$ cat config.mk
export PLATFORM = sky130hd
export DESIGN_NAME = obj_line_match
export DESIGN_NICKNAME = d
export VERILOG_FILES = /design/src/common/obj_pkg.sv /design/src/source/obj_line_match.sv
export SDC_FILE = /design/constraint.sdc
export NUM_CORES = 1
export LEC_CHECK = 0
export BUFFER_PORTS_ARGS = -buffer_cell sky130_fd_sc_hd__clkbuf_2
export CORE_MARGIN = 3
export CORE_UTILIZATION = 28
export DETAILED_ROUTE_END_ITERATION = 16
export PLACE_DENSITY = 0.66
export REMOVE_ABC_BUFFERS = 1
export SETUP_SLACK_MARGIN = 0.02
export SYNTH_ARGS = -nofsm -noshare
export SYNTH_HDL_FRONTEND = slang
export SYNTH_SLANG_ARGS = --single-unit
export TNS_END_PERCENT = 5
$ cat constraint.sdc
create_clock -name vclk -period 3.56
set_input_delay 0.178 -clock vclk [all_inputs]
set_output_delay 0.178 -clock vclk [all_outputs]
set_load 0.02 [all_outputs]
$ cat src/common/obj_pkg.sv
package obj_pkg;

    // table and queue sizes
    localparam int SPR_COUNT    = 256;
    localparam int SPR_IDX_W    = 8;
    localparam int PRI_LEVELS   = 16;
    localparam int PRI_W        = 4;

    // sprite RAM mirror
    localparam int RAM_ADDR_W   = 13;
    localparam int RAM_DATA_W   = 16;

    // screen geometry
    localparam int LINE_W       = 9;
    localparam int VIS_WIDTH    = 320;
    localparam int X_WRAP_LIMIT = 384;  // above this x counts as negative

    // graphics port
    localparam int TILE_NUM_W   = 15;
    localparam int TILE_OFFS_W  = 16;
    localparam int SLICE_W      = 32;   // 8 pixels of 4 bits

    localparam int SIZE_W       = 4;
    localparam int PAL_W        = 6;
    localparam int PIX_W        = 14;   // priority, palette, colour code

    // attribute word 0
    localparam int ACTIVE_BIT   = 15;
    localparam int XFLIP_BIT    = 12;
    localparam int PRI_HI       = 11;
    localparam int PRI_LO       = 8;
    localparam int PAL_HI       = 7;
    localparam int PAL_LO       = 2;

    // attribute words 2 and 3, same layout for x and y
    localparam int POS_HI       = 15;
    localparam int POS_LO       = 7;
    localparam int SIZE_HI      = 3;
    localparam int SIZE_LO      = 0;

    typedef enum logic [2:0] {
        S_IDLE,
        S_SCAN,     // 3 cycles per sprite entry
        S_SEL,      // pick lowest pending priority level
        S_ATTR,     // fetch the four attribute words
        S_GFX,      // slice request on the graphics port
        S_DRAW      // wait for the 8 pixel writes
    } seq_state_t;

endpackage
$ cat src/source/obj_line_match.sv
module obj_line_match
    import obj_pkg::*;
(
    input  logic [RAM_DATA_W-1:0] word0_i,
    input  logic [RAM_DATA_W-1:0] word3_i,
    input  logic [LINE_W-1:0]     vrender_i,
    input  logic [LINE_W-1:0]     sprite_scroll_y_i,
    output logic                  match_o,
    output logic [PRI_W-1:0]      pri_o
);

    logic [LINE_W-1:0] y_top;  // scrolled top line
    logic [LINE_W:0]   y_end;  // one past the bottom line, no wrap
    logic [SIZE_W:0]   tiles_down;

    assign y_top      = word3_i[POS_HI:POS_LO] + sprite_scroll_y_i;
    assign tiles_down = {1'b0, word3_i[SIZE_HI:SIZE_LO]} + 1'b1;
    assign y_end      = {1'b0, y_top} + {tiles_down, 3'b000};  // 8 lines per tile

    // sprites starting above line 0 are not clipped, they simply miss
    assign match_o = word0_i[ACTIVE_BIT]
                   && (vrender_i >= y_top)
                   && ({1'b0, vrender_i} < y_end);

    assign pri_o = word0_i[PRI_HI:PRI_LO];

endmodule

Yosys cells after proc, flatten, opt, wreduce, memory -nomap -nowiden
Index checks and enable logic that the tools add are counted.
- div/mod/pow operators: 0
- shift operators: 0
- equality and inequality tests: 0
- muxes and demuxes: 0
- bitwise operators: 0
- $mul: 0
- reduce and logical (&&, ||, !) cells: 2
- $lt $le $gt $ge: 2
- $add $sub $neg: 3
- operator list (operator ; count):
    9-bit by 8-bit adder with 10-bit output ; 1
    9-bit by 10-bit < comparator with 1-bit output ; 1
    9-bit adder ; 1
    9-bit greater-or-equal comparator ; 1
    4-bit by 1-bit adder with 5-bit output (second input constant) ; 1
    1-bit logical AND ; 2
- memory bits (writable): 0
- input port bits: 50
- bits in read-only memories: 0
- bits in latches: 0
- output and inout port bits: 5
- register bits: 0
- memories kept: 0

Logic depth before layout (Yosys ltp)
Gate-level depths: netlist (run 1).
- word-level depth: 4
- gate-level depth with buffers: 18

Least setup slack after synthesis (run 1)
OpenSTA, ideal clock, no wires.
- path kind: input to output
- start point: input word3_i[7]
- end point: output match_o
- path slack: -0.224 ns
- arrival: 3.606 ns
- buffers on the path: 0
- stages: 18
- cell sequence: ha_1 fa_1 a21o_1 a211oi_1 nor2_1 xor2_1 ha_1 a311oi_1 a21oi_1 mux2i_1 nand2_1 xnor2_1 ha_1 nand2_1 a21oi_1 a221oi_1 o31ai_1 a21oi_1
- cells in the longest elaborated chain, start to end: 4
- ends and longest elaborated chain (element ; line ; text):
    from (decl) ; obj_line_match.sv:5 ; input logic [RAM_DATA_W-1:0] word3_i,
    9-bit adder * ; obj_line_match.sv:16 ; assign y_top = word3_i[POS_HI:POS_LO] + sprite_scroll_y_i;
    9-bit by 8-bit adder with 10-bit output or 9-bit greater-or-equal comparator (tied branches) ; obj_line_match.sv:18, obj_line_match.sv:22 ;
    9-bit by 10-bit < comparator with 1-bit output or 1-bit logical AND (tied branches) ; obj_line_match.sv:23, obj_line_match.sv:22 ;
    1-bit logical AND * ; obj_line_match.sv:23 ; && ({1'b0, vrender_i} < y_end);
    to (decl) ; obj_line_match.sv:8 ; output logic match_o,
Mark *: on every way between the ends. The rest lies on a longest branch, timed or not.

Final worst setup path (run 1)
Same ends and word-level chain as after synthesis.

==> results of run 1 <==
metrics by stage:
step / instance area [um2] / cells
2_1_floorplan: 1020 / 135
3_3_place_gp: 1440 / 240
3_5_place_dp: 1440 / 240
4_1_cts: 1550 / 244
5_1_grt: 1580 / 245
6_report: 1580 / 245
logic make-up after synthesis:
logic type      count (synthesis)  synth area share, %
xor+xnor                       12                 9.81
simple gates                   39                 20.9
buf+inv                        20                 9.23
mux                             2                 1.99
fa+ha+maj                      27                 32.0
compound gates                 41                 26.1
where the power goes:
group          switching [W]  total [W]  internal, W
Clock                      0          0            0
Sequential                 0          0            0
Combinational       0.000204   0.000434     0.000229
routing by layer:
metal,GRT usage (%),vias to the layer above,wire (um)
li1,-,631,-
met4,0,0,0
met1,16.5,535,1240
met3,1.31,0,136
met2,22.4,22,1310
met5,0,-,0
repair_timing:
item / in CTS / in global routing
gates resized for setup: 12 / 9
buffers inserted: 4 / 1
endpoints found under the setup margin: 1 / 1
pin swaps: 12 / 2
worst paths after layout:
path | endpoint | slack, ns
min | pri_o[3] | 0.36
max | match_o | -0.04
layout make-up:
cell class	instances	share of cell area [%]
inverters	14	3.33
multi-input cells	121	67.7
well taps	46	3.64
repair buffers	64	25.3
placed cells by master (no fill, tap or decap), drive strengths merged, types with 2 or more instances in the layout:
master / netlist / routed
inv: 14 / 14
nor2: 8 / 8
clkbuf: 0 / 32
nand3b: 2 / 2
nand2b: 2 / 2
nor3: 3 / 3
ha: 25 / 25
a21o: 2 / 2
xnor2: 7 / 7
o21ai: 9 / 9
a211oi: 4 / 4
a21oi: 9 / 9
nand2: 8 / 8
o21bai: 2 / 2
nor3b: 4 / 4
xor2: 5 / 5
buf: 6 / 32
nor2b: 3 / 3
nand3: 2 / 2
a21boi: 2 / 2
worst max-delay path: stages:
cell                       delay, ns
sky130_fd_sc_hd__clkbuf_2       0.10
sky130_fd_sc_hd__ha_4           0.16
sky130_fd_sc_hd__fa_2           0.35
sky130_fd_sc_hd__a21o_1         0.21
sky130_fd_sc_hd__a211oi_2       0.27
sky130_fd_sc_hd__nor2_2         0.10
sky130_fd_sc_hd__xor2_2         0.16
sky130_fd_sc_hd__ha_2           0.19
sky130_fd_sc_hd__a311oi_2       0.21
sky130_fd_sc_hd__a21oi_1        0.10
sky130_fd_sc_hd__mux2i_1        0.21
sky130_fd_sc_hd__nand2_1        0.09
sky130_fd_sc_hd__xnor2_1        0.13
sky130_fd_sc_hd__ha_1           0.29
sky130_fd_sc_hd__nand2_2        0.07
sky130_fd_sc_hd__a21oi_2        0.04
sky130_fd_sc_hd__a221oi_2       0.21
sky130_fd_sc_hd__o31ai_1        0.08
sky130_fd_sc_hd__a21oi_1        0.13
sky130_fd_sc_hd__buf_4          0.15
==> metrics.md, run 1 <==
| Metric | Value |
|---|---|
| Library cell with the largest summed area after synthesis | `sky130_fd_sc_hd__ha_1` |
| Critical path required time | `3.38 ns` |
| Iter 0 DRT Violations | `18` |
| Die Y | `67.8 um` |
| Top cells by area in the synthesized netlist | `sky130_fd_sc_hd__ha_1 (29%), sky130_fd_sc_hd__xnor2_1 (5.7%), sky130_fd_sc_hd__inv_1 (4.6%), sky130_fd_sc_hd__a21oi_1 (4.2%), sky130_fd_sc_hd__xor2_1 (4.1%)` |
| Share of final-layout standard cells stronger than drive strength 1 | `43.2%` |
| Die Wd | `67.8 um` |
| Number of unique standard cell types used by synthesis | `49` |
| Maximum number of pins on one net before global-route repair | `8` |
| Total congestion overflow after global routing | `0` |
| Pwr per Cell Area | `274 nW/um2` |
| Cells after Synth | `141` |
| Maximum capacitance violations | `0` |
| Startpoint of the worst setup timing path | `word3_i[7]` |
| Via count of the first global-routing pass | `1,137` |
| Kind of critical path | `input pin to output pin` |
| Area of the core region | `3490 um2` |
| Number of antenna cells inserted | `0` |
| Worst-path fanout max | `3` |
| Setup TNS | `-0.0437 ns` |
| Floorplan row count | `21` |
| Net total in the final layout | `277` |
| Critical path startpoint category | `input pin` |
| Failing checks | `negative setup slack` |
| Ports | `55` |
| Post-route clock period utilization | `101%` |
| Hold Fails Final Rpt | `0` |
| Post-Synthesis Cell Area | `1070 um2` |
| Hold path cells | `0` |
| Max-slew headroom | `76.1%` |
| Min-delay worst type | `input pin to output pin` |
| Total design power | `0.000434 W` |
| Wire length after detailed routing | `2690 um` |
| Final core area utilization | `45.2%` |
| Final weighted congestion of routability-driven global placement | `0.835` |
| Router iterations before antenna repair | `4` |
| Multi-input gate area in the final layout | `1070 um2` |
| Number of antenna violations at the first check in global routing | `0` |
| Number of remaining DRC errors | `0` |
| Largest vdd supply drop | `85.2 uV` |
| Hold Slack | `0.356 ns` |
| Crit path capture type | `output pin` |
| Number of setup violations in the final report | `1` |
| Wire length per cell | `11.0 um` |
| Register area | `0 um2` |
| Maximum achievable frequency | `277 MHz` |
| Hold path startpoint | `word0_i[11]` |
| Sequential fraction of the synthesis area | `0%` |
| Final-report max-slew violation count | `0` |
| Final setup slack of the worst path | `-0.0437 ns` |
| Dpl ws | `-0.417 ns` |
| Starting Density | `30.6%` |
| Overall global routing resource usage | `12.3%` |
| Detailed-placement wirelength estimate | `2340 um` |
| Synthesized area per cell | `7.60 um2` |
| Warnings, synthesis | `0` |
| Area fraction of the dominant cell type after synthesis | `29.2%` |
| Count of input and output buffers | `33` |
| Clock buffer cells | `0` |
| Area growth from synthesis to layout | `47.5%` |
| Overall via count from detail_route | `1,188` |
| Post-route ant nets | `0` |
| Number of buffers added to fix hold violations after cts | `0` |
| Worst path arrival time | `3.43 ns` |
| Cell leakage power | `0.795 nW` |
| Outcome | `finished with violations` |
| Global-route wire length before repair | `4650 um` |
| Via density per instance | `4.85` |
| Flip-flop and latch count | `0` |
| Most numerous cell in the Yosys netlist | `sky130_fd_sc_hd__ha_1` |
| Setup repair after global routing missed its margin | `yes` |
| Worst-margin pin slew | `0.358 ns` |
| Final min period | `3.60 ns` |
| Area of the die | `4600 um2` |
| Count of filler cells inserted in the layout | `358` |
| Leading post-synthesis cells by instance count | `sky130_fd_sc_hd__ha_1 (25), sky130_fd_sc_hd__inv_1 (13), sky130_fd_sc_hd__a21oi_1 (9)` |
Note: power is estimated with default switching activity, not from simulation.
==> run 2: changes to the inputs <==
--- a/config.mk
+++ b/config.mk
@@ -12,6 +12,7 @@
 export PLACE_DENSITY = 0.66
 export REMOVE_ABC_BUFFERS = 1
 export SETUP_SLACK_MARGIN = 0.02
+export SKIP_LAST_GASP = 1
 export SYNTH_ARGS = -nofsm -noshare
 export SYNTH_HDL_FRONTEND = slang
 export SYNTH_SLANG_ARGS = --single-unit
==> metrics.md, run 2 (synthesis gave the netlist of run 1 again) <==
| Metric | Value |
|---|---|
| Post-route clock period utilization | `100%` |
| Floorplan row count | `21` |
| Maximum capacitance violations | `0` |
| Maximum number of pins on one net before global-route repair | `8` |
| Die Wd | `67.8 um` |
| Dpl cells | `240` |
| Critical path startpoint category | `input pin` |
| Iter 0 DRT Violations | `26` |
| Ports | `55` |
| Final-report max-slew violation count | `0` |
| Largest vdd supply drop | `84.7 uV` |
| Outcome | `finished with violations` |
| End point of the critical path | `match_o` |
| Hold Fails Final Rpt | `0` |
| Kind of critical path | `input pin to output pin` |
| Number of setup violations in the final report | `1` |
| Commonest cells after routing, fill and taps aside | `sky130_fd_sc_hd__clkbuf_2 (32), sky130_fd_sc_hd__buf_4 (32), sky130_fd_sc_hd__ha_1 (21)` |
| Startpoint of the worst setup timing path | `word3_i[7]` |
| Area of the die | `4600 um2` |
| Detailed-placement wirelength estimate | `2340 um` |
| Setup repair after global routing missed its margin | `yes` |
| Die Y | `67.8 um` |
| Cell leakage power | `0.794 nW` |
| Max-slew headroom | `73.7%` |
| Starting Density | `30.6%` |
| Pwr per Cell Area | `272 nW/um2` |
| Register area | `0 um2` |
| Final min period | `3.56 ns` |
| Number of buffers added to fix hold violations after cts | `0` |
| Share of final-layout standard cells stronger than drive strength 1 | `42.2%` |
| Worst path arrival time | `3.38 ns` |
| Number of remaining DRC errors | `0` |
| Number of gates on the worst path with buffers counted | `20` |
| Critical path cell sequence | `clkbuf_2 > ha_4 > fa_2 > a21o_1 > a211oi_2 > nor2_2 > xor2_1 > ha_2 > a311oi_2 > a21oi_1 > mux2i_1 > nand2_1 > xnor2_1 > ha_1 > nand2_1 > a21oi_2 > a221oi_2 > o31ai_1 > a21oi_1 > buf_4` |
| Delay contributed by the slowest stage of the critical path | `0.35 ns` |
| Maximum achievable frequency | `281 MHz` |
| Worst-margin pin slew | `0.393 ns` |
| Post-route ant nets | `0` |
| Worst-path fanout max | `3` |
| Crit path max-delay cell type | `sky130_fd_sc_hd__fa_2` |
| Multi-input gate area in the final layout | `1060 um2` |
| Final setup slack of the worst path | `-0.00280 ns` |
| Router iterations before antenna repair | `4` |
| Critical path buffer and inverter count | `2` |
| Count of filler cells inserted in the layout | `360` |
| Family of cells with the greatest summed delay on the critical path | `compound AO/OA/AOI/OAI gates` |
| Failing checks | `negative setup slack` |
| Net total in the final layout | `277` |
| Area growth from synthesis to layout | `46.6%` |
| Via count of the first global-routing pass | `1,137` |
| Flip-flop and latch count | `0` |
| Total congestion overflow after global routing | `0` |
| Critical path required time | `3.38 ns` |
| Final weighted congestion of routability-driven global placement | `0.835` |
| Wire length per cell | `10.8 um` |
| Area of the core region | `3490 um2` |
| Overall via count from detail_route | `1,194` |
| Count of input and output buffers | `33` |
| Number of antenna violations at the first check in global routing | `0` |
| Setup TNS | `-0.00280 ns` |
| Via density per instance | `4.87` |
| Overall global routing resource usage | `12.3%` |
| Clock buffer cells | `0` |
| Wire length after detailed routing | `2650 um` |
| Final Instance Count excl. Fillers | `245` |
| Global-route wire length before repair | `4650 um` |
| Crit path capture type | `output pin` |
| Min-delay worst type | `input pin to output pin` |
| Number of antenna cells inserted | `0` |
[run 2: cell counts in the layout (fill, tap and decap cells not counted)]
Identical to the previous run, type by type.
[run 2: cell type report]
| class | count | share of cell area (%) |
|---|---|---|
| multi-input combinational | 121 | 67.5 |
| inverter | 14 | 3.35 |
| tap | 46 | 3.67 |
| timing repair buffer | 64 | 25.5 |
[run 2: repair_timing]
item	in CTS	in global routing
setup buffers	4	1
endpoints found under the hold margin	0	0
pin swaps	12	2
gates resized for setup	12	7
setup endpoints to repair	1	1
[run 2: per-stage QoR]
stage	worst slack, ns	total power (W)	utilization (%)	cell area (um2)	hold WS [ns]
3_3_place_gp	-0.316	0.000376	41.3	1440	0.356
2_1_floorplan	-0.224	0.000241	-	1020	0.356
3_5_place_dp	-0.417	0.000381	41.3	1440	0.356
6_report	-0.00280	0.000426	44.9	1570	0.356
5_1_grt	-0.297	0.000489	44.9	1570	0.356
4_1_cts	-0.0411	0.000410	44.2	1550	0.356
[run 2: where the power goes]
part           switching (W)  internal, W  total, W
combinational       0.000200     0.000226  0.000426
sequential                 0            0         0
clock                      0            0         0
[run 2: layer usage]
layer / track usage, % / vias to the layer above / share of wire, %
met5: 0 / - / 0
met4: 0 / 0 / 0
met3: 1.31 / 0 / 6.6
met2: 22.4 / 30 / 47
met1: 16.5 / 532 / 46
li1: - / 632 / -
[run 2: how the worst min path moves through the flow]
stage                      from  endpoint  slack [ns]  cells after the start
floorplan            word0_i[8]  pri_o[0]        0.36                      0
finish              word0_i[11]  pri_o[3]        0.36                      0
CTS                 word0_i[10]  pri_o[2]        0.36                      0
detailed placement  word0_i[10]  pri_o[2]        0.36                      0
global placement    word0_i[10]  pri_o[2]        0.36                      0
global route        word0_i[10]  pri_o[2]        0.36                      0
==> run 3: changes to the inputs <==
--- a/config.mk
+++ b/config.mk
@@ -9,7 +9,8 @@
 export CORE_MARGIN = 3
 export CORE_UTILIZATION = 28
 export DETAILED_ROUTE_END_ITERATION = 16
-export PLACE_DENSITY = 0.66
+export PLACE_DENSITY = 0.5
+export RECOVER_POWER = 100
 export REMOVE_ABC_BUFFERS = 1
 export SETUP_SLACK_MARGIN = 0.02
 export SKIP_LAST_GASP = 1
==> constraint.sdc (replaced) <==
create_clock -name vclk -period 4.62
set_input_delay 0.231 -clock vclk [all_inputs]
set_output_delay 0.231 -clock vclk [all_outputs]
set_load 0.02 [all_outputs]
==> metrics.md, run 3 (synthesis gave the netlist of run 1 again) <==
| Metric | Value |
|---|---|
| Wire length per cell | `11.7 um` |
| Router iterations before antenna repair | `4` |
| Delay contributed by the slowest stage of the critical path | `0.43 ns` |
| Setup repair after global routing missed its margin | `no` |
| Pwr per Cell Area | `197 nW/um2` |
| Overall via count from detail_route | `1,079` |
| Critical path startpoint category | `input pin` |
| Dpl ws | `0.266 ns` |
| Kind of critical path | `input pin to output pin` |
| Number of buffers added to fix hold violations after cts | `0` |
| Area of the core region | `3490 um2` |
| Count of filler cells inserted in the layout | `365` |
| Final min period | `4.19 ns` |
| Detailed-placement wirelength estimate | `2270 um` |
| Worst-margin pin slew | `0.418 ns` |
| Largest vdd supply drop | `53.3 uV` |
| Min-delay worst type | `input pin to output pin` |
| Worst-path fanout max | `3` |
| Final weighted congestion of routability-driven global placement | `0.695` |
| Post-route clock period utilization | `90.8%` |
| Family of cells with the greatest summed delay on the critical path | `compound AO/OA/AOI/OAI gates` |
| Final-report max-slew violation count | `0` |
| Share of final-layout standard cells stronger than drive strength 1 | `24.4%` |
| Number of antenna violations at the first check in global routing | `0` |
| Max-slew headroom | `72.0%` |
| Crit path max-delay cell type | `sky130_fd_sc_hd__fa_1` |
| Count of input and output buffers | `33` |
| Total congestion overflow after global routing | `0` |
| Area growth from synthesis to layout | `17.5%` |
| Global-route wire length before repair | `4200 um` |
| Final setup slack of the worst path | `0.427 ns` |
| Ports | `55` |
| Maximum achievable frequency | `238 MHz` |
| Floorplan row count | `21` |
| Die Wd | `67.8 um` |
| Die Y | `67.8 um` |
| Via density per instance | `5.04` |
| Number of antenna cells inserted | `0` |
| Total design power | `0.000248 W` |
| Net total in the final layout | `246` |
| Via count of the first global-routing pass | `1,076` |
| Cell leakage power | `0.638 nW` |
| Flip-flop and latch count | `0` |
| Crit path capture type | `output pin` |
| Worst path arrival time | `3.96 ns` |
| Wire length after detailed routing | `2510 um` |
| Critical path required time | `4.39 ns` |
| Area of the die | `4600 um2` |
| Hold Fails Final Rpt | `0` |
| Maximum number of pins on one net before global-route repair | `10` |
| Critical path cell sequence | `clkbuf_2 > ha_1 > fa_1 > a211oi_1 > nor2_1 > nor2_1 > xor2_1 > ha_1 > a311oi_2 > a21oi_1 > mux2i_1 > nand2_1 > xnor2_1 > ha_1 > nand2_1 > a21oi_1 > a221oi_1 > o31ai_1 > a21oi_1 > clkbuf_2` |
| Most common cell after layout, fill and taps aside | `sky130_fd_sc_hd__clkbuf_2` |
| Iter 0 DRT Violations | `28` |
| Number of remaining DRC errors | `0` |
| Setup TNS | `0 ns` |
| Critical path buffer and inverter count | `2` |
| Number of setup violations in the final report | `0` |
| Overall global routing resource usage | `11.1%` |
| Starting Density | `30.6%` |
| Register area | `0 um2` |
| Post-route ant nets | `0` |
| Commonest cells after routing, fill and taps aside | `sky130_fd_sc_hd__clkbuf_2 (33), sky130_fd_sc_hd__ha_1 (25), sky130_fd_sc_hd__inv_1 (13)` |
| Maximum capacitance violations | `0` |
| Outcome | `complete, no violations` |
| Clock buffer cells | `0` |
[run 3: layout make-up]
cell class | instances | area (um2) | area share (%)
Timing Repair Buffer | 33 | 165 | 13.1
Multi-Input combinational cell | 121 | 983 | 78.1
Tap cell | 46 | 57.6 | 4.57
Inverter | 14 | 52.6 | 4.17
[run 3: stage by stage]
step                      hold WS (ns)  instances  util, %  cell area, um2
after floorplan                  0.462        135        -            1020
after global placement           0.462        214     35.7            1250
after detailed placement         0.462        214     35.7            1250
after CTS                        0.462        214     35.7            1250
after global routing             0.462        214     36.0            1260
final                            0.462        214     36.0            1260
[run 3: final timing paths]
kind / startpoint / to / cells after the start
hold / removal: word0_i[11] / pri_o[3] / 0
setup / recovery: word3_i[7] / match_o / 20
[run 3: report_power, final]
group          internal (W)  switching [W]  total [W]
clock                     0              0          0
combinational      0.000116       0.000132   0.000248
sequential                0              0          0
total              0.000116       0.000132   0.000248
[run 3: repair_timing]
action / 4_1_cts / 5_1_grt
endpoints found under the setup margin: 0 / 1
setup buffers: 0 / 0
resized for setup: 0 / 2
[run 3: per-layer routing]
| layer | GRT usage (%) | routed length [um] |
|---|---|---|
| met5 | 0 | 0 |
| met4 | 1.74 | 14 |
| met3 | 1.15 | 80 |
| met2 | 21.3 | 1270 |
| met1 | 13.4 | 1150 |
