**src/common/obj_pkg.sv**
```systemverilog
package obj_pkg;

    // table and queue sizes
    localparam int SPR_COUNT    = 256;
    localparam int SPR_IDX_W    = 8;
    localparam int PRI_LEVELS   = 16;
    localparam int PRI_W        = 4;

    // sprite RAM mirror
    localparam int RAM_ADDR_W   = 13;
    localparam int RAM_DATA_W   = 16;

    // screen geometry
    localparam int LINE_W       = 9;
    localparam int VIS_WIDTH    = 320;
    localparam int X_WRAP_LIMIT = 384;  // above this x counts as negative

    // graphics port
    localparam int TILE_NUM_W   = 15;
    localparam int TILE_OFFS_W  = 16;
    localparam int SLICE_W      = 32;   // 8 pixels of 4 bits

    localparam int SIZE_W       = 4;
    localparam int PAL_W        = 6;
    localparam int PIX_W        = 14;   // priority, palette, colour code

    // attribute word 0
    localparam int ACTIVE_BIT   = 15;
    localparam int XFLIP_BIT    = 12;
    localparam int PRI_HI       = 11;
    localparam int PRI_LO       = 8;
    localparam int PAL_HI       = 7;
    localparam int PAL_LO       = 2;

    // attribute words 2 and 3, same layout for x and y
    localparam int POS_HI       = 15;
    localparam int POS_LO       = 7;
    localparam int SIZE_HI      = 3;
    localparam int SIZE_LO      = 0;

    typedef enum logic [2:0] {
        S_IDLE,
        S_SCAN,     // 3 cycles per sprite entry
        S_SEL,      // pick lowest pending priority level
        S_ATTR,     // fetch the four attribute words
        S_GFX,      // slice request on the graphics port
        S_DRAW      // wait for the 8 pixel writes
    } seq_state_t;

endpackage
```
**src/source/obj_slice_draw.sv**
```systemverilog
module obj_slice_draw
    import obj_pkg::*;
(
    input  logic                   clk96_i,
    input  logic                   reset96_i,
    input  logic                   load_i,
    input  logic [SLICE_W-1:0]     slice_i,
    input  logic                   xflip_i,
    input  logic signed [LINE_W:0] x_base_i,
    input  logic [PRI_W+PAL_W-1:0] attr_i,
    output logic                   done_o,
    output logic                   wr_en_o,
    output logic [LINE_W-1:0]      wr_addr_o,
    output logic [PIX_W-1:0]       wr_data_o
);

    logic [SLICE_W-1:0]     slice_q;
    logic                   flip_q;
    logic signed [LINE_W:0] x_q;
    logic [PRI_W+PAL_W-1:0] attr_q;
    logic                   busy;
    logic [2:0]             pix;      // pixel position inside the slice
    logic [2:0]             nib_sel;
    logic [3:0]             code;
    logic signed [LINE_W:0] col;

    assign nib_sel = flip_q ? 3'd7 - pix : pix;
    assign code    = slice_q[nib_sel*4 +: 4];  // pixel 0 sits in the low nibble
    assign col     = x_q + $signed({1'b0, pix});

    always_ff @(posedge clk96_i or posedge reset96_i) begin
        if (reset96_i) begin
            busy <= 1'b0;
            pix <= '0;
            wr_en_o <= 1'b0;
            done_o <= 1'b0;
        end else begin
            wr_en_o <= 1'b0;
            done_o <= 1'b0;
            if (load_i) begin
                busy <= 1'b1;
                pix <= '0;
            end else if (busy) begin
                // colour 0 is transparent, lower levels show through
                wr_en_o <= (code != 4'd0) && (col >= 0) && (col < VIS_WIDTH);
                pix <= pix + 1'b1;
                if (pix == 3'd7) begin
                    busy <= 1'b0;
                    done_o <= 1'b1;
                end
            end
        end
    end

    always_ff @(posedge clk96_i) begin
        if (load_i) begin
            slice_q <= slice_i;
            flip_q <= xflip_i;
            x_q <= x_base_i;
            attr_q <= attr_i;
        end
        wr_addr_o <= col[LINE_W-1:0];
        wr_data_o <= {attr_q, code};
    end

endmodule

```
**config.mk**
```make
export PLATFORM = sky130hd
export DESIGN_NAME = obj_slice_draw
export DESIGN_NICKNAME = d
export VERILOG_FILES = /design/src/common/obj_pkg.sv /design/src/source/obj_slice_draw.sv
export SDC_FILE = /design/constraint.sdc
export NUM_CORES = 1
export LEC_CHECK = 0
export ABC_CLOCK_PERIOD_IN_PS = 5200
export BUFFER_PORTS_ARGS = -buffer_cell sky130_fd_sc_hd__buf_4
export CELL_PAD_IN_SITES_DETAIL_PLACEMENT = 0
export CELL_PAD_IN_SITES_GLOBAL_PLACEMENT = 1
export CORE_MARGIN = 4
export CORE_UTILIZATION = 47
export CTS_BUF_LIST = sky130_fd_sc_hd__clkbuf_16
export CTS_CLUSTER_DIAMETER = 60
export DETAILED_ROUTE_END_ITERATION = 6
export GPL_ROUTABILITY_DRIVEN = 0
export PLACE_DENSITY = 0.92
export SLEW_MARGIN = 25
export SYNTH_ARGS = -nofsm -noshare
export SYNTH_HDL_FRONTEND = slang
export SYNTH_SLANG_ARGS = --single-unit
```
**constraint.sdc**
```tcl
create_clock -name clk96_i -period 5.2 [get_ports clk96_i]
set_clock_uncertainty 0.15 [all_clocks]
set_input_delay 0 -clock clk96_i [delete_from_list [all_inputs] [get_ports clk96_i]]
set_output_delay 0 -clock clk96_i [all_outputs]
set_load 0.02 [all_outputs]
```
* Word level (Yosys, flattened, before mapping) *
Cells that the tools add are included.

word-level totals
  bits in registers = 82
  latch bits = 0
  bits in writable memories = 0
  ROM bits = 0
  input bits = 56
  output and inout bits = 25
  logic and storage cells = 32
  memories kept = 0

operators by class
  add/subtract/negate cells = 3
  multiply operators = 0
  divide/modulo/power cells = 0
  $lt $le $gt $ge = 2
  equal/unequal tests = 1
  shift-type cells = 1
  mux-type cells = 11
  bitwise operators = 0
  reduce and logical (&&, ||, !) cells = 4

operators with widths
  cell                                                  number
  indexed part select 32 x 6 -> 4 bit                   1
  adder 10 x 4 -> 10 bit                                1
  >= comparator 10 x 1 -> 1 bit, second input constant  1
  less-than comparator 10 bit, second input constant    1
  2-to-1 mux 3 bit                                      3
  2-to-1 mux 1 bit                                      8
  nonzero test 4 bit                                    1
  adder 3 x 1 -> 3 bit, second input constant           1
  equality test 3 bit, second input constant            1
  subtractor 3 bit, first input constant                1
  logical AND 1 bit                                     2
  nonzero test 2 bit                                    1

* Logic depth before layout (Yosys ltp) *
Gate-level depths: netlist of run 1.

  depth in word-level cells = 8
  gate-level depth with buffers = 7
  depth with buffers taken out = 7

* Least setup slack after synthesis of run 1 *
OpenSTA, ideal clock, no wires.

  path kind = flip-flop to flip-flop
  from = reg pix[0]
  to = reg wr_en_o
  setup time = 0.096 ns
  arrival time = 1.734 ns
  required time = 4.954 ns
  slack = 3.220 ns
  stages on the path, launching flop included = 7
  path buffers = 0
  clock period less this slack = 1.980 ns
  cell sequence = dfrtp_1 > ha_1 > fa_1 > a21oi_1 > nor2_1 > o311a_1 > nor4_2

on the way
  cells in the longest elaborated chain, start to end = 8
  elaborated cells on any way between the ends = 11
  those cells by class = add/sub: 2; order compare: 2; shift: 1; mux: 3; reduce/logical: 3

RTL lines
  what                                 line                  RTL
  start, declared                      obj_slice_draw.sv:22  logic [2:0] pix;
  start signal, assigned               obj_slice_draw.sv:46  pix <= pix + 1'b1;
  subtractor 3 bit                     obj_slice_draw.sv:27  assign nib_sel = flip_q ? 3'd7 - pix : pix;
  2-to-1 mux 3 bit                     obj_slice_draw.sv:27
  indexed part select 32 x 6 -> 4 bit  obj_slice_draw.sv:28  assign code = slice_q[nib_sel*4 +: 4];
  nonzero test 4 bit                   obj_slice_draw.sv:45  wr_en_o <= (code != 4'd0) && (col >= 0) && (col < VIS_WIDTH);
  logical AND 1 bit                    obj_slice_draw.sv:45
  logical AND 1 bit (*)                obj_slice_draw.sv:45
  2-to-1 mux 1 bit (*)                 obj_slice_draw.sv:43  end else if (busy) begin
  2-to-1 mux 1 bit (*)                 obj_slice_draw.sv:40  if (load_i) begin
  end signal, assigned                 obj_slice_draw.sv:45
  end, declared                        obj_slice_draw.sv:12  output logic wr_en_o,

Every way passes the cells marked *; elsewhere a longest branch is shown, timed or not.
A chain may end at the register's enable or synchronous reset.

* Final worst setup path of run 1 *
  from = reg pix[1]
  to = reg wr_en_o

Same word-level chain as after synthesis.

==> results of run 1 <==
-- cell usage in the layout, fill, tap and decap left out --
master,synthesis,layout
dlygate4sd3_1,0,55
nor4_2,2,2
nor3_1,1,1
xor2_1,5,5
o311a_1,1,1
bufinv_16,0,2
inv_6,0,1
clkbuf_16,0,10
nand4_1,2,2
mux4_2,1,1
o311ai_0,1,1
ha_1,5,5
dfxtp_1,23,23
mux4_1,15,15
mux2i_1,2,2
nor2_1,6,6
and2_1,1,1
clkinv_2,0,1
a21o_1,2,2
nand4_2,3,3
nand3_1,19,19
nand2b_1,1,1
edfxtp_1,53,53
buf_4,0,80
inv_1,3,4
xnor2_1,6,6
nor2b_1,1,1
a21oi_1,2,2
fa_1,1,1
o21ai_0,1,1
nand2_1,2,2
clkinv_4,0,1
dfrtp_1,6,6
-- power by group through the flow --
stage	Clock [mW]	Sequential, mW	Combinational (mW)
2_1_floorplan	0	0.830	0.0993
3_3_place_gp	0	0.811	0.212
4_1_cts	0.705	0.802	0.249
5_1_grt	0.730	0.811	0.265
6_report	0.690	0.802	0.247
3_5_place_dp	0	0.816	0.215
-- layer usage --
layer,global-route usage,vias to the layer above,routed length (µm)
met5,0,-,0
met4,0.0880,0,153
met3,0.0392,9,237
met2,0.301,54,3450
met1,0.162,958,2200
li1,-,964,-
-- layout make-up --
class	count	area, µm²
flip-flops and latches	82	2200
repair buffers	135	1150
clock inverters	6	86.3
inverters	3	11.3
multi-input cells	80	888
well taps	77	96.3
clock buffers	10	250
fillers	369	1740
-- per-stage QoR --
step	power (mW)	util	hold slack, ns	instances
3_5_place_dp	1.03	0.591	-0.214	322
2_1_floorplan	0.929	-	-0.359	172
6_report	1.74	0.730	0.0686	393
3_3_place_gp	1.02	0.591	-0.208	322
5_1_grt	1.81	0.730	0.113	393
4_1_cts	1.76	0.730	0.0671	393
-- final timing paths --
kind                            from             to  slack, ns  cells past startpoint
max                           pix[1]        wr_en_o       2.52                      6
min                           load_i         pix[0]       0.07                      2
max reg2reg                   pix[1]        wr_en_o       2.52                      6
min reg2reg                attr_q[8]  wr_data_o[12]       0.19                      0
max in group asynchronous  reset96_i           busy       4.14                      4
min in group asynchronous  reset96_i         done_o       0.56                      4
-- logic make-up after synthesis --
family                   count (synthesis)
AND/OR/NAND/NOR                         38
buffers and inverters                   10
XOR/XNOR                                11
multiplexers                            18
AO/OA/AOI/OAI                            7
adder cells (fa/ha/maj)                  6
flip-flops                              82
-- registers in the layout, indices dropped and copies added (netlist names) --
name       cells
attr_q        10
busy           1
done_o         1
flip_q         1
pix            3
slice_q       32
wr_addr_o      9
wr_data_o     14
wr_en_o        1
x_q           10
-- critical path, stage by stage, from the launching register on --
cell	delay [ns]
dfrtp_1	0.89
ha_1	0.37
a21o_1	0.17
a21oi_1	0.39
o311ai_0	0.18
o311a_1	0.17
nor4_2	0.27
==> results.yml, run 1 <==
floorplanning:
  core_mm2: 0.00642
  rows: 29
  fp.dieW_um: 90.0
  ioPinCount: 81
  die_area_mm2: 0.00810
  initial_core_util: 0.492
  die_h_um: 90.0
setup_path:
  cp_max_fo: 20
  critPathLaunchType: "register"
  cp.arrival_ns: 2.76
  worst_setup_path_end_kind: "register"
  required_ns: 5.28
  crit_type: "reg -> reg"
grt:
  grt.total_usage: 0.161
  antenna_found_initial: 0
  gr-total-overflow: 0
  grt_pass1_vias: 2162
  grt_max_degree: 59
  grt_first_pass_wirelength_um: 10000
timing:
  tightest_slew_ns: 0.840
  min_period_ns: 2.68
  fin_setup_tns_ns: 0
  rsz0062_at_grt: "no"
  setup_viol: 0
  timing.fmax_mhz: 373
  hold_viol_final: 0
  period_share: 0.516
  fin_ws_ns: 2.52
  slew_headroom: 0.440
  finalMaxSlewViolations: 0
placed_design:
  hpwl_um: 3760
  place_ws_ns: 2.53
  postPlaceCellArea_mm2: 0.00380
  portBuffers: 80
layout:
  antenna_cells: 0
  drive_gt1_frac: 0.320
  syn2layout_area_growth_pct: 48.3
  stdcell_area_mm2: 0.00469
  nets: 373
cts:
  clk_pin_slew_ns: 0.06
  cts_sinks: 82
  clockBufferDepth: 2
  insertion_delay_ns: 0.33
  cts_hold_buf: 55
  postCtsResizedCells: 0
  cts_buffers: 9
  clockRootBuffer: "clkbuf_16"
  cts_tree: "built"
  htree_num_levels: 3
  post_cts_buffers: 0
synthesis:
  synthAdderAreaFrac: 0.0261
  synth_edf_count: 53
  synth_compound_area_frac: 0.0154
  synthMuxAreaShare: 0.138
  ys_types: 30
  ys_ff_latch: 82
  synth_top_family_by_area: "multiplexers"
  yosys-top-cells-count: "edfxtp_1 (53), dfxtp_1 (23), nand3_1 (19)"
  synth_xor_area_frac: 0.0305
  async_reset_ff_frac: 0.0732
  yosysSeqAreaShare: 0.697
  netlist_area_mm2: 0.00316
  synthSimpleGateAreaFrac: 0.0709
  yosys_warnings: 0
  yosysTopAreaCell: "edfxtp_1"
  synth_most_common_cell: "edfxtp_1"
  syn_inst: 172
  synth_top_area_share: 0.504
  synth_nets: 234
  syn_avg_cell_area_um2: 18.4
  synth_area_leaders: "edfxtp_1 (50%), dfxtp_1 (15%), mux4_1 (12%)"
  synth_ff_type: "edfxtp_1"
drt:
  vias: 1985
  ant_nets: 0
  routed_wl_um: 6040
  first_pass_iters: 4
  drt_iter0_drc: 87
  vias_per_cell: 5.05
  drc_errors: 0
  routedWlPerCell_um: 15.4
power:
  clkPwrFrac: 0.397
  power_frac_comb: 0.142
  powerDensity_mw_per_mm2: 371
  power_switching_share: 0.222
  leakagePower_nw: 1.93
  ir_worst_vdd_mv: 0.229
  switching_power_uw: 386
  seqPwrFrac: 0.461
  intPower_mw: 1.35
run:
  max-cap-violations: 0
outcome:
  outcome: "completed"
hold_path:
  hold_path.class: "in -> reg"
Note: power is estimated with default switching activity, not from simulation.
==> run 2, diff against run 1 <==
ABC_CLOCK_PERIOD_IN_PS = 2600   (was 5200)
CORE_UTILIZATION = 43   (was 47)
PLACE_DENSITY = 0.86   (was 0.92)
clock period = 2.6 ns   (was 5.2 ns; I/O delays follow)
==> run 2 against run 1 <==
Worst setup slack lost 2.2 ns. Register-to-register slack worse by 2.2 ns. First-iteration DRC count grew 1.1%.
==> results.yml, run 2 (synthesized netlist as in run 1, its figures left out) <==
power:
  leakagePower_nw: 1.94
  ir_worst_vdd_mv: 0.478
  p_total_mw: 3.48
  powerDensity_mw_per_mm2: 736
drt:
  vias_per_cell: 4.74
  drc_errors: 0
  vias: 1970
  ant_nets: 0
  first_pass_iters: 4
  routed_wl_um: 6150
  drt_iter0_drc: 88
  routedWlPerCell_um: 14.8
layout:
  final_cell_mix: "buf_4 (84), dlygate4sd3_1 (55), edfxtp_1 (53)"
  nets: 377
  drive_gt1_frac: 0.331
  syn2layout_area_growth_pct: 49.8
  regMostFlops: "slice_q"
  stdcell_area_mm2: 0.00473
  final_common_cell: "buf_4"
  largest_reg_flops: 32
  top_regs: "slice_q x32, wr_data_o x14"
  antenna_cells: 0
grt:
  antenna_found_initial: 0
  grt.total_usage: 0.147
  gr-total-overflow: 0
  grt_first_pass_wirelength_um: 9780
  grt_max_degree: 59
  grt_pass1_vias: 2085
placed_design:
  portBuffers: 80
  postPlaceCellArea_mm2: 0.00385
timing:
  period_share: 0.881
  tightest_slew_ns: 0.697
  timing.fmax_mhz: 437
  slew_headroom: 0.535
  finalMaxSlewViolations: 0
  setup_viol: 0
  hold_viol_final: 0
  min_period_ns: 2.29
  hold_ws_ns: 0.0604
  fin_setup_tns_ns: 0
  rsz0062_at_grt: "no"
hold_path:
  min-delay-start: "load_i"
  whs_path_depth: 2
  min_to: "pix[1]"
  hold_path.class: "in -> reg"
setup_path:
  cp.arrival_ns: 2.38
  r2r_slack_ns: 0.31
  crit_type: "reg -> reg"
  worst_setup_path_end_kind: "register"
  required_ns: 2.69
  critPathLaunchType: "register"
  rr_startpoint: "flip_q"
  cp_max_fo: 11
  regToRegEndpoint: "wr_en_o"
  reg2reg_depth: 6
cts:
  cts_hold_buf: 55
  htree_num_levels: 3
  clk_pin_slew_ns: 0.06
  cts_buffers: 9
  insertion_delay_ns: 0.33
  clockBufferDepth: 2
  clockRootBuffer: "clkbuf_16"
  cts_sinks: 82
  postCtsResizedCells: 0
  post_cts_buffers: 0
  cts_tree: "built"
floorplanning:
  core_mm2: 0.00698
  rows: 30
  ioPinCount: 81
  die_h_um: 93.7
  die_area_mm2: 0.00879
  initial_core_util: 0.453
  fp.dieW_um: 93.7
run:
  max-cap-violations: 0
outcome:
  outcome: "completed"
-- run 2: where the power goes --
part	internal, mW	switching (mW)	leakage (nW)
clock	0.859	0.516	0.163
combinational	0.291	0.231	0.991
sequential	1.52	0.0606	0.788
-- run 2: metal layers --
metal	up-vias	track usage	wire length, µm	share of wire
met1	936	0.149	2270	0.37
met4	0	0.0517	79	0.013
met2	56	0.278	3500	0.57
met3	6	0.0489	305	0.050
met5	-	0	0	0
li1	972	-	-	-
-- run 2: how the worst max path moves through the flow --
stage / start / to / depth (start not counted)
2_1_floorplan: pix[0] / wr_en_o / 6
6_report: flip_q / wr_en_o / 6
5_1_grt: flip_q / wr_en_o / 6
3_3_place_gp: flip_q / wr_en_o / 6
3_5_place_dp: flip_q / wr_en_o / 6
4_1_cts: flip_q / wr_en_o / 6
-- run 2: critical path, cell delays in order (launching register included) --
cell      delay [ns]
edfxtp_1        0.60
buf_4           0.27
xnor2_1         0.53
nand3_1         0.18
nand4_2         0.15
nor4_2          0.06
nor4_2          0.25
-- run 2: area by class of cell --
type                            count  area [µm²]
Clock inverter                      7         106
Multi-Input combinational cell     80         888
Clock buffer                        9         225
Inverter                            3        11.3
Tap cell                           96         120
Timing Repair Buffer              139        1180
Fill cell                         481        2250
Sequential cell                    82        2200
-- run 2: stage by stage --
stage / util / setup WS [ns] / instances
2_1_floorplan: - / 0.620 / 172
3_3_place_gp: 0.552 / 0.389 / 345
3_5_place_dp: 0.552 / 0.341 / 345
4_1_cts: 0.678 / 0.301 / 416
5_1_grt: 0.678 / 0.0857 / 416
6_report: 0.678 / 0.309 / 416
==> run 3, diff against run 2 <==
CORE_MARGIN = 2   (was 4)
==> run 3 against run 2 <==
Die area is 8.4% lower. Clock power down 14%. Hold slack got worse by 0.055 ns. Register-to-register slack better by 0.09 ns. Power is 5.7% lower. Combinational power barely moved. Critical endpoint unchanged. Critical path type unchanged. Largest cell class unchanged.
==> results.yml, run 3 (synthesized netlist as in run 1, its figures left out) <==
outcome:
  outcome: "completed"
cts:
  postCtsResizedCells: 0
  cts_hold_buf: 54
  cts_tree: "built"
  clockRootBuffer: "clkbuf_16"
  post_cts_buffers: 0
  cts_buffers: 9
  htree_num_levels: 3
  cts_sinks: 82
  clockBufferDepth: 2
  clk_pin_slew_ns: 0.06
  insertion_delay_ns: 0.33
layout:
  seqCellArea_mm2: 0.00220
  regMostFlops: "slice_q"
  largest_reg_flops: 32
  top_regs: "slice_q x32, wr_data_o x14"
  nets: 376
  fillCellCount: 500
  multi_input_area_um2: 888
  antenna_cells: 0
  final_cell_mix: "buf_4 (84), dlygate4sd3_1 (54), edfxtp_1 (53)"
  final_common_cell: "buf_4"
  finalNonFillerCells: 418
  drive_gt1_frac: 0.329
  syn2layout_area_growth_pct: 48.3
floorplanning:
  rows: 31
  die_area_mm2: 0.00805
  die_h_um: 89.7
  initial_core_util: 0.440
  ioPinCount: 81
  fp.dieW_um: 89.7
  core_mm2: 0.00718
timing:
  setup_viol: 0
  fin_setup_tns_ns: 0
  slew_headroom: 0.553
  tightest_slew_ns: 0.670
  timing.fmax_mhz: 455
  min_period_ns: 2.20
  rsz0062_at_grt: "no"
  hold_viol_final: 0
  period_share: 0.846
  finalMaxSlewViolations: 0
drt:
  drt_iter0_drc: 61
  drc_errors: 0
  first_pass_iters: 4
  met3_length_um: 230
  ant_nets: 0
  top_layer: "met4"
  vias: 1986
  routedWlPerCell_um: 13.8
  vias_per_cell: 4.75
  routed_wl_um: 5760
  met2_wirelength_um: 3120
  drt-met1-wl_um: 2300
hold_path:
  hold_path.class: "in -> async"
grt:
  gr-total-overflow: 0
  grt_max_degree: 59
  grt_pass1_vias: 2028
  grt.total_usage: 0.153
  antenna_found_initial: 0
  grt_first_pass_wirelength_um: 9450
setup_path:
  required_ns: 2.68
  crit_type: "reg -> reg"
  cp.arrival_ns: 2.28
  worst_setup_path_end_kind: "register"
  critPathLaunchType: "register"
  cp_max_fo: 5
placed_design:
  hpwl_um: 3650
  portBuffers: 80
  dp.cells: 348
run:
  max-cap-violations: 0
power:
  ir_worst_vdd_mv: 0.458
  leakagePower_nw: 1.92
  powerDensity_mw_per_mm2: 701
-- run 3: changes by cell type in the layout (fill, tap and decap cells not counted), sizes merged --
cell | previous run | this run
bufinv | 2 | 0
clkbuf | 9 | 10
clkinv | 1 | 3
clkinvlp | 0 | 2
dlygate4sd3 | 55 | 54
inv | 7 | 4
-- run 3: worst paths after layout --
path / startpoint / end / slack (ns) / cells after the start
setup reg to reg: x_q[0] / wr_en_o / 0.40 / 6
hold reg to reg: attr_q[4] / wr_data_o[8] / 0.19 / 0
max in group asynchronous: reset96_i / pix[1] / 2.10 / 3
hold / removal: reset96_i / pix[2] / 0.005 / 3
min in group clk96_i: load_i / pix[0] / 0.05 / 2
setup / recovery: x_q[0] / wr_en_o / 0.40 / 6
-- run 3: metrics by stage --
step	hold WS [ns]	utilization	setup WS [ns]	area, µm²	total power [mW]
floorplan	-0.359	-	0.620	3160	1.86
global placement	-0.211	0.537	0.421	3860	2.06
detailed placement	-0.203	0.537	0.404	3860	2.07
CTS	0.00723	0.653	0.359	4690	3.32
global route	0.0215	0.653	0.238	4690	3.43
finish	0.00505	0.653	0.400	4690	3.28
-- run 3: layer usage --
| layer | up-vias | track usage |
|---|---|---|
| met2 | 61 | 0.276 |
| met3 | 10 | 0.0528 |
| met5 | - | 0 |
| met4 | 0 | 0.0538 |
| li1 | 967 | - |
| met1 | 948 | 0.169 |
-- run 3: final cells by class --
type                       count  share of cell area
clock buffer                  10              0.0534
clock inverter                 6             0.00881
inverter                       3             0.00240
multi-input combinational     80               0.189
sequential                    82               0.470
tap                           99              0.0264
timing repair buffer         138               0.250
-- run 3: worst max-delay path: stages, from the launching register on --
cell and delay [ns]:
edfxtp_1 0.37, ha_1 0.24, fa_1 0.41, a21oi_1 0.21, nor2_1 0.14, o311a_1 0.33, nor4_2 0.26
-- run 3: power breakdown --
| group | total, mW | switching, mW | internal (mW) |
|---|---|---|---|
| sequential | 1.58 | 0.0565 | 1.52 |
| clock | 1.18 | 0.481 | 0.702 |
| combinational | 0.520 | 0.230 | 0.290 |
